==> src/vga_pkg.sv <==
`default_nettype none

package vga_pkg;

	// byte address on the memory bus
	typedef logic [25:0] addr_t;

	// one pixel per bus word, upper byte unused
	typedef logic [31:0] pixel_word_t;

	// lane index carried with each read in flight, up to 16 lanes
	typedef logic [3:0] lane_tag_t;

	// address step between consecutive pixel words
	localparam addr_t WORD_BYTES = 26'd4;

	// colour field layout inside a pixel word
	localparam int COLOR_W = 8;
	localparam int RED_LSB = 0;
	localparam int GREEN_LSB = 8;
	localparam int BLUE_LSB = 16;

endpackage

`default_nettype wire

==> src/pixel_lane_if.sv <==
`timescale 1ns/100ps
`default_nettype none

interface pixel_lane_if;

	logic reserve;
	logic can_reserve;
	logic push;
	vga_pkg::pixel_word_t push_data;
	logic pop;
	vga_pkg::pixel_word_t head;
	logic empty;

	// bus read master side
	modport fetch (
		output reserve,
		output push,
		output push_data,
		input can_reserve
	);

	// the prefetch buffer itself
	modport lane (
		input reserve,
		input push,
		input push_data,
		input pop,
		output can_reserve,
		output head,
		output empty
	);

	// pixel consumer
	modport scan (
		output pop,
		input head,
		input empty
	);

endinterface

`default_nettype wire

==> src/sync_fifo.sv <==
`timescale 1ns/100ps
`default_nettype none

module sync_fifo #(
	parameter int DEPTH = 4,
	parameter type payload_t = logic [31:0]
) (
	input wire clk,
	input wire reset,
	input wire wr,
	input wire payload_t wdata,
	input wire rd,
	output payload_t rdata,
	output logic empty,
	output logic [$clog2(DEPTH + 1)-1:0] count
);

	localparam int PTR_W = (DEPTH > 1) ? $clog2(DEPTH) : 1;

	payload_t mem [DEPTH];
	logic [PTR_W-1:0] wr_ptr;
	logic [PTR_W-1:0] rd_ptr;

	// pointers wrap at DEPTH, which need not be a power of two
	function automatic logic [PTR_W-1:0] ptr_next(input logic [PTR_W-1:0] ptr);
		return (ptr == PTR_W'(DEPTH - 1)) ? '0 : ptr + 1'b1;
	endfunction

	always_ff @(posedge clk) begin
		if (wr) begin
			mem[wr_ptr] <= wdata;
		end
	end

	always_ff @(posedge clk or negedge reset) begin
		if (!reset) begin
			wr_ptr <= '0;
			rd_ptr <= '0;
			count <= '0;
		end else begin
			if (wr) begin
				wr_ptr <= ptr_next(wr_ptr);
			end
			if (rd) begin
				rd_ptr <= ptr_next(rd_ptr);
			end
			case ({wr, rd})
				2'b10: count <= count + 1'b1;
				2'b01: count <= count - 1'b1;
				default: count <= count;
			endcase
		end
	end

	// head word is visible without a read strobe
	assign rdata = mem[rd_ptr];
	assign empty = (count == '0);

endmodule

`default_nettype wire

==> src/pixel_lane.sv <==
`timescale 1ns/100ps
`default_nettype none

module pixel_lane #(
	parameter int LANE_DEPTH = 4
) (
	input wire clk,
	input wire reset,
	pixel_lane_if.lane lane
);

	localparam int CNT_W = $clog2(LANE_DEPTH + 1);

	logic [CNT_W-1:0] fifo_count;
	logic [CNT_W-1:0] reserved;
	logic [CNT_W:0] committed;

	sync_fifo #(
		.DEPTH(LANE_DEPTH),
		.payload_t(vga_pkg::pixel_word_t)
	) u_fifo (
		.clk(clk),
		.reset(reset),
		.wr(lane.push),
		.wdata(lane.push_data),
		.rd(lane.pop),
		.rdata(lane.head),
		.empty(lane.empty),
		.count(fifo_count)
	);

	// slots promised to reads still on the bus
	always_ff @(posedge clk or negedge reset) begin
		if (!reset) begin
			reserved <= '0;
		end else begin
			case ({lane.reserve, lane.push})
				2'b10: reserved <= reserved + 1'b1;
				2'b01: reserved <= reserved - 1'b1;
				default: reserved <= reserved;
			endcase
		end
	end

	// stored plus promised words bound the fifo, whatever the latency
	assign committed = {1'b0, fifo_count} + {1'b0, reserved};
	assign lane.can_reserve = committed < (CNT_W + 1)'(LANE_DEPTH);

endmodule

`default_nettype wire

==> src/frame_fetch.sv <==
`timescale 1ns/100ps
`default_nettype none

module frame_fetch #(
	parameter int NUM_LANES = 4,
	parameter int LANE_DEPTH = 4,
	parameter int FRAME_WORDS = 640 * 480
) (
	input wire clk,
	input wire reset,
	input wire vga_pkg::addr_t base,
	output vga_pkg::addr_t avm_address,
	output logic avm_read,
	input wire avm_waitrequest,
	input wire vga_pkg::pixel_word_t avm_readdata,
	input wire avm_readdatavalid,
	pixel_lane_if.fetch lanes [NUM_LANES]
);

	localparam int LANE_W = (NUM_LANES > 1) ? $clog2(NUM_LANES) : 1;
	localparam int WORD_W = (FRAME_WORDS > 1) ? $clog2(FRAME_WORDS) : 1;
	localparam int TAG_DEPTH = NUM_LANES * LANE_DEPTH;
	localparam int TAG_CNT_W = $clog2(TAG_DEPTH + 1);

	logic [WORD_W-1:0] word_idx;
	vga_pkg::addr_t byte_off;
	logic [LANE_W-1:0] lane_idx;
	logic [LANE_W-1:0] next_lane;
	logic [NUM_LANES-1:0] lane_can;
	logic accept;
	logic tag_room;
	logic can_issue;
	vga_pkg::lane_tag_t tag_head;
	logic tag_empty;
	logic [TAG_CNT_W-1:0] tag_count;
	logic data_ok;
	logic [7:0] rd_fault_count;

	assign accept = avm_read && !avm_waitrequest;
	assign data_ok = avm_readdatavalid && !tag_empty;
	assign next_lane = (lane_idx == LANE_W'(NUM_LANES - 1)) ? '0 : lane_idx + 1'b1;

	// tags of reads in flight, in issue order
	sync_fifo #(
		.DEPTH(TAG_DEPTH),
		.payload_t(vga_pkg::lane_tag_t)
	) u_tag_fifo (
		.clk(clk),
		.reset(reset),
		.wr(accept),
		.wdata(vga_pkg::lane_tag_t'(lane_idx)),
		.rd(data_ok),
		.rdata(tag_head),
		.empty(tag_empty),
		.count(tag_count)
	);

	for (genvar g = 0; g < NUM_LANES; g++) begin : g_lane
		assign lane_can[g] = lanes[g].can_reserve;
		assign lanes[g].reserve = accept && (lane_idx == LANE_W'(g));
		assign lanes[g].push = data_ok && (tag_head == vga_pkg::lane_tag_t'(g));
		assign lanes[g].push_data = avm_readdata;
	end

	// count an accepted read that lands now toward the tag limit
	assign tag_room = ({1'b0, tag_count} + {{TAG_CNT_W{1'b0}}, accept})
		< (TAG_CNT_W + 1)'(TAG_DEPTH);

	// a lane reserved this cycle cannot be trusted again until next cycle
	always_comb begin
		if (accept) begin
			can_issue = lane_can[next_lane] && (next_lane != lane_idx) && tag_room;
		end else begin
			can_issue = lane_can[lane_idx] && tag_room;
		end
	end

	always_ff @(posedge clk or negedge reset) begin
		if (!reset) begin
			avm_read <= 1'b0;
			word_idx <= '0;
			byte_off <= '0;
			lane_idx <= '0;
		end else begin
			if (accept) begin
				lane_idx <= next_lane;
				if (word_idx == WORD_W'(FRAME_WORDS - 1)) begin
					word_idx <= '0;
					byte_off <= '0;
				end else begin
					word_idx <= word_idx + 1'b1;
					byte_off <= byte_off + vga_pkg::WORD_BYTES;
				end
			end
			// request stays up untouched while the slave stalls
			if (!avm_read || accept) begin
				avm_read <= can_issue;
			end
		end
	end

	assign avm_address = base + byte_off;

	// data with no read outstanding is a slave fault
	always_ff @(posedge clk or negedge reset) begin
		if (!reset) begin
			rd_fault_count <= '0;
		end else if (avm_readdatavalid && tag_empty && (rd_fault_count != 8'hff)) begin
			rd_fault_count <= rd_fault_count + 1'b1;
		end
	end

endmodule

`default_nettype wire

==> src/scanout.sv <==
`timescale 1ns/100ps
`default_nettype none

module scanout #(
	parameter int NUM_LANES = 4,
	parameter int PIX_DIV = 2,
	parameter int H_ACTIVE = 640,
	parameter int H_FRONT = 16,
	parameter int H_SYNC = 96,
	parameter int H_BACK = 48,
	parameter int V_ACTIVE = 480,
	parameter int V_FRONT = 10,
	parameter int V_SYNC = 2,
	parameter int V_BACK = 33
) (
	input wire clk,
	input wire reset,
	pixel_lane_if.scan lanes [NUM_LANES],
	output logic [vga_pkg::COLOR_W-1:0] vga_r,
	output logic [vga_pkg::COLOR_W-1:0] vga_g,
	output logic [vga_pkg::COLOR_W-1:0] vga_b,
	output logic vga_hs,
	output logic vga_vs,
	output logic vga_blank_n,
	output logic vga_pix_ce,
	output logic underrun
);

	localparam int H_TOTAL = H_ACTIVE + H_FRONT + H_SYNC + H_BACK;
	localparam int V_TOTAL = V_ACTIVE + V_FRONT + V_SYNC + V_BACK;
	localparam int HC_W = $clog2(H_TOTAL);
	localparam int VC_W = $clog2(V_TOTAL);
	localparam int DIV_W = (PIX_DIV > 1) ? $clog2(PIX_DIV) : 1;
	localparam int RR_W = (NUM_LANES > 1) ? $clog2(NUM_LANES) : 1;

	logic [DIV_W-1:0] div_cnt;
	logic tick;
	logic [HC_W-1:0] hcount;
	logic [VC_W-1:0] vcount;
	logic [RR_W-1:0] rr;
	logic active;
	logic hs_zone;
	logic vs_zone;
	logic pop_now;
	vga_pkg::pixel_word_t lane_head [NUM_LANES];
	logic [NUM_LANES-1:0] lane_empty;

	assign tick = (div_cnt == DIV_W'(PIX_DIV - 1));

	for (genvar g = 0; g < NUM_LANES; g++) begin : g_lane
		assign lane_head[g] = lanes[g].head;
		assign lane_empty[g] = lanes[g].empty;
		assign lanes[g].pop = pop_now && (rr == RR_W'(g));
	end

	// position decode, counters start at the first active pixel
	assign active = (hcount < HC_W'(H_ACTIVE)) && (vcount < VC_W'(V_ACTIVE));
	assign hs_zone = (hcount >= HC_W'(H_ACTIVE + H_FRONT))
		&& (hcount < HC_W'(H_ACTIVE + H_FRONT + H_SYNC));
	assign vs_zone = (vcount >= VC_W'(V_ACTIVE + V_FRONT))
		&& (vcount < VC_W'(V_ACTIVE + V_FRONT + V_SYNC));

	// an empty lane is skipped, not consumed
	assign pop_now = tick && active && !lane_empty[rr];

	always_ff @(posedge clk or negedge reset) begin
		if (!reset) begin
			div_cnt <= '0;
			hcount <= '0;
			vcount <= '0;
			rr <= '0;
		end else begin
			div_cnt <= tick ? '0 : div_cnt + 1'b1;
			if (tick) begin
				if (hcount == HC_W'(H_TOTAL - 1)) begin
					hcount <= '0;
					vcount <= (vcount == VC_W'(V_TOTAL - 1)) ? '0 : vcount + 1'b1;
				end else begin
					hcount <= hcount + 1'b1;
				end
			end
			if (pop_now) begin
				rr <= (rr == RR_W'(NUM_LANES - 1)) ? '0 : rr + 1'b1;
			end
		end
	end

	// registered pixel outputs, one cycle behind the tick
	always_ff @(posedge clk or negedge reset) begin
		if (!reset) begin
			vga_r <= '0;
			vga_g <= '0;
			vga_b <= '0;
			vga_hs <= 1'b1;
			vga_vs <= 1'b1;
			vga_blank_n <= 1'b0;
			vga_pix_ce <= 1'b0;
			underrun <= 1'b0;
		end else begin
			vga_pix_ce <= tick;
			if (tick) begin
				vga_hs <= !hs_zone;
				vga_vs <= !vs_zone;
				vga_blank_n <= active;
				if (pop_now) begin
					vga_r <= lane_head[rr][vga_pkg::RED_LSB +: vga_pkg::COLOR_W];
					vga_g <= lane_head[rr][vga_pkg::GREEN_LSB +: vga_pkg::COLOR_W];
					vga_b <= lane_head[rr][vga_pkg::BLUE_LSB +: vga_pkg::COLOR_W];
				end else begin
					vga_r <= '0;
					vga_g <= '0;
					vga_b <= '0;
				end
				// sticky once any active pixel finds its lane dry
				if (active && lane_empty[rr]) begin
					underrun <= 1'b1;
				end
			end
		end
	end

endmodule

`default_nettype wire

==> src/vga_frame_top.sv <==
`timescale 1ns/100ps
`default_nettype none

module vga_frame_top #(
	parameter int NUM_LANES = 4,
	parameter int LANE_DEPTH = 4,
	parameter int PIX_DIV = 2,
	parameter int H_ACTIVE = 640,
	parameter int H_FRONT = 16,
	parameter int H_SYNC = 96,
	parameter int H_BACK = 48,
	parameter int V_ACTIVE = 480,
	parameter int V_FRONT = 10,
	parameter int V_SYNC = 2,
	parameter int V_BACK = 33,
	parameter int FRAME_WORDS = H_ACTIVE * V_ACTIVE
) (
	input wire clk,
	input wire reset,
	input wire vga_pkg::addr_t base,
	output vga_pkg::addr_t avm_address,
	output logic avm_read,
	input wire avm_waitrequest,
	input wire vga_pkg::pixel_word_t avm_readdata,
	input wire avm_readdatavalid,
	output logic [7:0] vga_r,
	output logic [7:0] vga_g,
	output logic [7:0] vga_b,
	output logic vga_hs,
	output logic vga_vs,
	output logic vga_blank_n,
	output logic vga_pix_ce,
	output logic underrun
);

	pixel_lane_if lane_bus [NUM_LANES] ();

	frame_fetch #(
		.NUM_LANES(NUM_LANES),
		.LANE_DEPTH(LANE_DEPTH),
		.FRAME_WORDS(FRAME_WORDS)
	) u_fetch (
		.clk(clk),
		.reset(reset),
		.base(base),
		.avm_address(avm_address),
		.avm_read(avm_read),
		.avm_waitrequest(avm_waitrequest),
		.avm_readdata(avm_readdata),
		.avm_readdatavalid(avm_readdatavalid),
		.lanes(lane_bus)
	);

	// word i of the frame lives in lane i mod NUM_LANES
	for (genvar g = 0; g < NUM_LANES; g++) begin : g_lane
		pixel_lane #(
			.LANE_DEPTH(LANE_DEPTH)
		) u_lane (
			.clk(clk),
			.reset(reset),
			.lane(lane_bus[g])
		);
	end

	scanout #(
		.NUM_LANES(NUM_LANES),
		.PIX_DIV(PIX_DIV),
		.H_ACTIVE(H_ACTIVE),
		.H_FRONT(H_FRONT),
		.H_SYNC(H_SYNC),
		.H_BACK(H_BACK),
		.V_ACTIVE(V_ACTIVE),
		.V_FRONT(V_FRONT),
		.V_SYNC(V_SYNC),
		.V_BACK(V_BACK)
	) u_scan (
		.clk(clk),
		.reset(reset),
		.lanes(lane_bus),
		.vga_r(vga_r),
		.vga_g(vga_g),
		.vga_b(vga_b),
		.vga_hs(vga_hs),
		.vga_vs(vga_vs),
		.vga_blank_n(vga_blank_n),
		.vga_pix_ce(vga_pix_ce),
		.underrun(underrun)
	);

endmodule

`default_nettype wire

==> config.mk <==
export PLATFORM = sky130hd
export DESIGN_NAME = vga_frame_top
export DESIGN_NICKNAME = d
export VERILOG_FILES = /design/src/vga_pkg.sv /design/src/pixel_lane_if.sv /design/src/sync_fifo.sv /design/src/pixel_lane.sv /design/src/frame_fetch.sv /design/src/scanout.sv /design/src/vga_frame_top.sv
export SDC_FILE = /design/constraint.sdc
export NUM_CORES = 1
export LEC_CHECK = 0
export ABC_AREA = 0
export BUFFER_PORTS_ARGS = -buffer_cell sky130_fd_sc_hd__buf_2
export CAP_MARGIN = 0
export CORE_MARGIN = 2
export CORE_UTILIZATION = 60
export CTS_CLUSTER_SIZE = 8
export DETAILED_ROUTE_END_ITERATION = 8
export HOLD_SLACK_MARGIN = 0.08
export PLACE_DENSITY_LB_ADDON = 0.1
export REMOVE_ABC_BUFFERS = 1
export SETUP_SLACK_MARGIN = 0.15
export SYNTH_ARGS = -nofsm -noshare
export SYNTH_HDL_FRONTEND = slang
export SYNTH_SLANG_ARGS = --single-unit
==> constraint.sdc <==
create_clock -name clk -period 4.15 [get_ports clk]
set_input_delay 0.415 -clock clk [delete_from_list [all_inputs] [get_ports clk]]
set_output_delay 0.415 -clock clk [all_outputs]
set_load 0.05 [all_outputs]
==> impl_metrics.json <==
{
  "layout_setup_ws_ns": 0.6105,
  "status": "finished clean",
  "drtIter0Drc": 1278,
  "power_density_nw_per_um2": 720.6,
  "design_area_sq_um": 28510,
  "leakagePower_nw": 10.85,
  "vias": 13970,
  "arrival_ns": 3.12,
  "cts_tree": "yes",
  "hp-class": "primary input to flip-flop",
  "instances_no_fill": 2310,
  "synthXorXnorAreaFrac": 0.03368,
  "ios": 118,
  "skew_ns": 0.02061,
  "grt_pass1_vias": 14280,
  "finalSetupViolCount": 0,
  "die_w_microns": 208.0,
  "synth_top_family_by_area": "multiplexers",
  "wl_per_cell_microns": 23.17,
  "vdd_drop_max_uv": 499.2,
  "place_ws_ns": 0.7686,
  "synthTopCellsByArea": "edfxtp_1, dfrtp_1, mux4_2, ha_1, xor2_1",
  "synth_adder_area_share": 0.04882,
  "finalSetupTns_ns": 0,
  "timing_hold_violations_final": 0,
  "grt-ovfl-total": 0,
  "period_share": 0.8529,
  "yosys.area.top_type": "edfxtp_1",
  "synthArstFlopShare": 0.2663,
  "synthMuxAreaShare": 0.1267,
  "synth_compound_area_frac": 0.05007,
  "final_core_util": 0.6966,
  "ys.flop_type": "edfxtp_1",
  "yosysWarningCount": 0,
  "clk_pin_slew_ns": 0.05,
  "fin_crit_ns": 3.540,
  "totalWireLength_microns": 53520,
  "grt_setup_unrepaired": "no",
  "end_kind": "primary output",
  "critPathRequiredTime_ns": 3.73,
  "gp_congestion": 0.8499,
  "fillers": 2627,
  "htree_levels": 3,
  "start_util": 0.6100,
  "synth-seq-area-share": 0.6519,
  "start_kind": "flip-flop",
  "synth.cell_area_sq_um": 24960,
  "rows": 74,
  "antenna_found_initial": 2,
  "ys_seq_elements": 567,
  "fmax_mhz": 282.5,
  "synth-edff-count": 416,
  "synth_cells": 1557,
  "synth.avg_cell_area_sq_um": 16.03,
  "layout-drive-gt1-share": 0.2217,
  "io_buffers": 107,
  "critPathMaxFanout": 7,
  "ant_nets": 0,
  "grt_pass1_wl_microns": 82690,
  "synth_top_area_share": 0.5004,
  "drt_pre_antenna_iters": 5,
  "dieHeight_microns": 208.0,
  "nets": 1869,
  "cts.sinks": 567,
  "die_area_sq_um": 43250,
  "worst-setup-path-type": "flip-flop to primary output",
  "clock_path_buffers": 3,
  "cts_root_buffer": "clkbuf_16",
  "grt_max_degree": 91,
  "areaGrowthSynthToFinish_pct": 14.19,
  "dpl-instance-area_sq_um": 26130,
  "vias_per_cell": 6.046,
  "final_max_slew_viol_count": 0,
  "worstMarginPinSlew_ns": 1.120,
  "numCtsBuffers": 80,
  "coreArea_sq_um": 40920,
  "dpl.cell_count": 2164,
  "multi_input_comb_area_sq_um": 8183,
  "ys_types": 76,
  "slew_headroom": 0.2532,
  "ctsResizeCount": 0,
  "dp_hpwl_microns": 30140,
  "insertion_delay_ns": 0.60,
  "track_usage": 0.2547,
  "maxCapViolCount": 0,
  "drc": 0,
  "synthSimpleGateAreaFrac": 0.06747,
  "regArea_sq_um": 16280
}
-- power by group --
| part | internal [mW] | switching [mW] |
|---|---|---|
| Sequential | 7.20 | 1.03 |
| Combinational | 2.83 | 3.43 |
| Clock | 3.72 | 2.33 |
| Total | 13.8 | 6.79 |
-- layout make-up --
class	instances	area share
Sequential cell	567	0.5710
Tap cell	532	0.02335
Inverter	71	0.009349
Clock buffer	140	0.08037
Antenna cell	1	0.00008778
Timing Repair Buffer	132	0.02612
Multi-Input combinational cell	863	0.2871
Clock inverter	4	0.002634
-- cell usage in the layout, fill, tap and decap left out, types with 11 or more instances in the layout --
cell type  instances
dfrtp_1          145
a21oi_1           49
mux4_2           124
buf_2            106
mux2i_1           11
ha_1              83
edfxtp_1         416
xnor2_1           47
mux2_2            11
and2b_1           11
clkbuf_16         83
a22o_1            25
nand2_1           92
buf_4             23
o21ai_0           52
nand4_1           21
and3_1            12
xor2_1            49
nor3_1            22
inv_1             66
and2_1            18
clkbuf_1          57
nand3_1           25
nor2_1            80
-- cells in the mapped netlist (12+ instances only) --
cell and count:
a22o_1 25, xnor2_1 47, dfrtp_1 149, ha_1 83, nand2_1 92, mux4_2 124, clkbuf_1 33, nor3_1 22
xor2_1 49, o21ai_0 52, inv_1 66, and2_1 18, nand4_1 21, nor2_1 81, buf_2 12, and3_1 12
nand3_1 25, edfxtp_1 416, a21oi_1 49
-- per-layer routing --
metal / vias to the layer above / routed length (microns) / track usage
met5: - / 23 / 0
met4: 4 / 954 / 0.07361
met3: 62 / 3918 / 0.04513
met2: 503 / 26220 / 0.4170
met1: 7106 / 22400 / 0.3568
li1: 6292 / - / -
-- worst paths after layout --
check	from	endpoint	slack [ns]	depth (start not counted)
worst max register to register	u_fetch.u_tag_fifo.rd_ptr[2]$_DFFE_PN0P_	g_lane[3].u_lane.u_fifo.count[2]$_DFFE_PN0P_	0.79	11
max in group asynchronous	reset	g_lane[0].u_lane.u_fifo.count[0]$_DFFE_PN0P_	2.74	3
worst max-delay path	u_fetch.byte_off[13]$_DFFE_PN0P_	avm_address[22]	0.61	8
worst min-delay path	avm_waitrequest	u_fetch.byte_off[3]$_DFFE_PN0P_	0.16	4
worst min register to register	u_fetch.word_idx[18]$_DFFE_PN0P_	u_fetch.word_idx[18]$_DFFE_PN0P_	0.47	1
min in group asynchronous	reset	u_scan.vcount[3]$_DFFE_PN0P_	0.50	2
-- flip-flops by register name (all words and copies together), names as in the netlist, 2 cells and up --
name	cells
g_lane.u_lane.u_fifo.wr_ptr	8
u_fetch.byte_off	24
u_scan.hcount	10
g_lane.u_lane.u_fifo.rd_ptr	8
g_lane.u_lane.u_fifo.mem	384
u_fetch.u_tag_fifo.rd_ptr	4
u_fetch.u_tag_fifo.wr_ptr	4
u_scan.vcount	10
u_fetch.u_tag_fifo.mem	32
u_fetch.u_tag_fifo.count	5
u_scan.vga_r	8
u_scan.rr	2
g_lane.u_lane.u_fifo.count	12
u_scan.vga_b	8
u_fetch.word_idx	19
g_lane.u_lane.reserved	12
u_scan.vga_g	8
u_fetch.lane_idx	2
-- through the flow --
step | hold WS [ns] | power (mW)
6_report | 0.1569 | 20.54
5_1_grt | 0.1684 | 21.54
4_1_cts | 0.1334 | 20.72
3_5_place_dp | 0.4681 | 14.57
3_3_place_gp | 0.4577 | 14.33
2_1_floorplan | 0.1194 | 12.63
-- critical path, stage by stage, from the launching register on --
cell       delay (ns)
dfrtp_1          0.42
ha_1             0.41
a2111oi_0        0.50
o211ai_1         0.15
a21oi_1          0.19
nor3_1           0.11
a211oi_1         0.28
xnor2_1          0.17
buf_2            0.29
-- timing repair --
action / CTS / global route
buffers inserted: 0 / 0
hold buffers: 1 / 0
hold endpoints to repair: 87 / 0
-- cells by family after synthesis --
logic type,after synthesis
buffers and inverters,127
and+or+nand+nor,336
DFF,567
xor gates and xnor gates,96
muxes,155
other,1
AOI/OAI and AO/OA,183
adders and majority gates,92
Note: power is estimated with default switching activity, not from simulation.
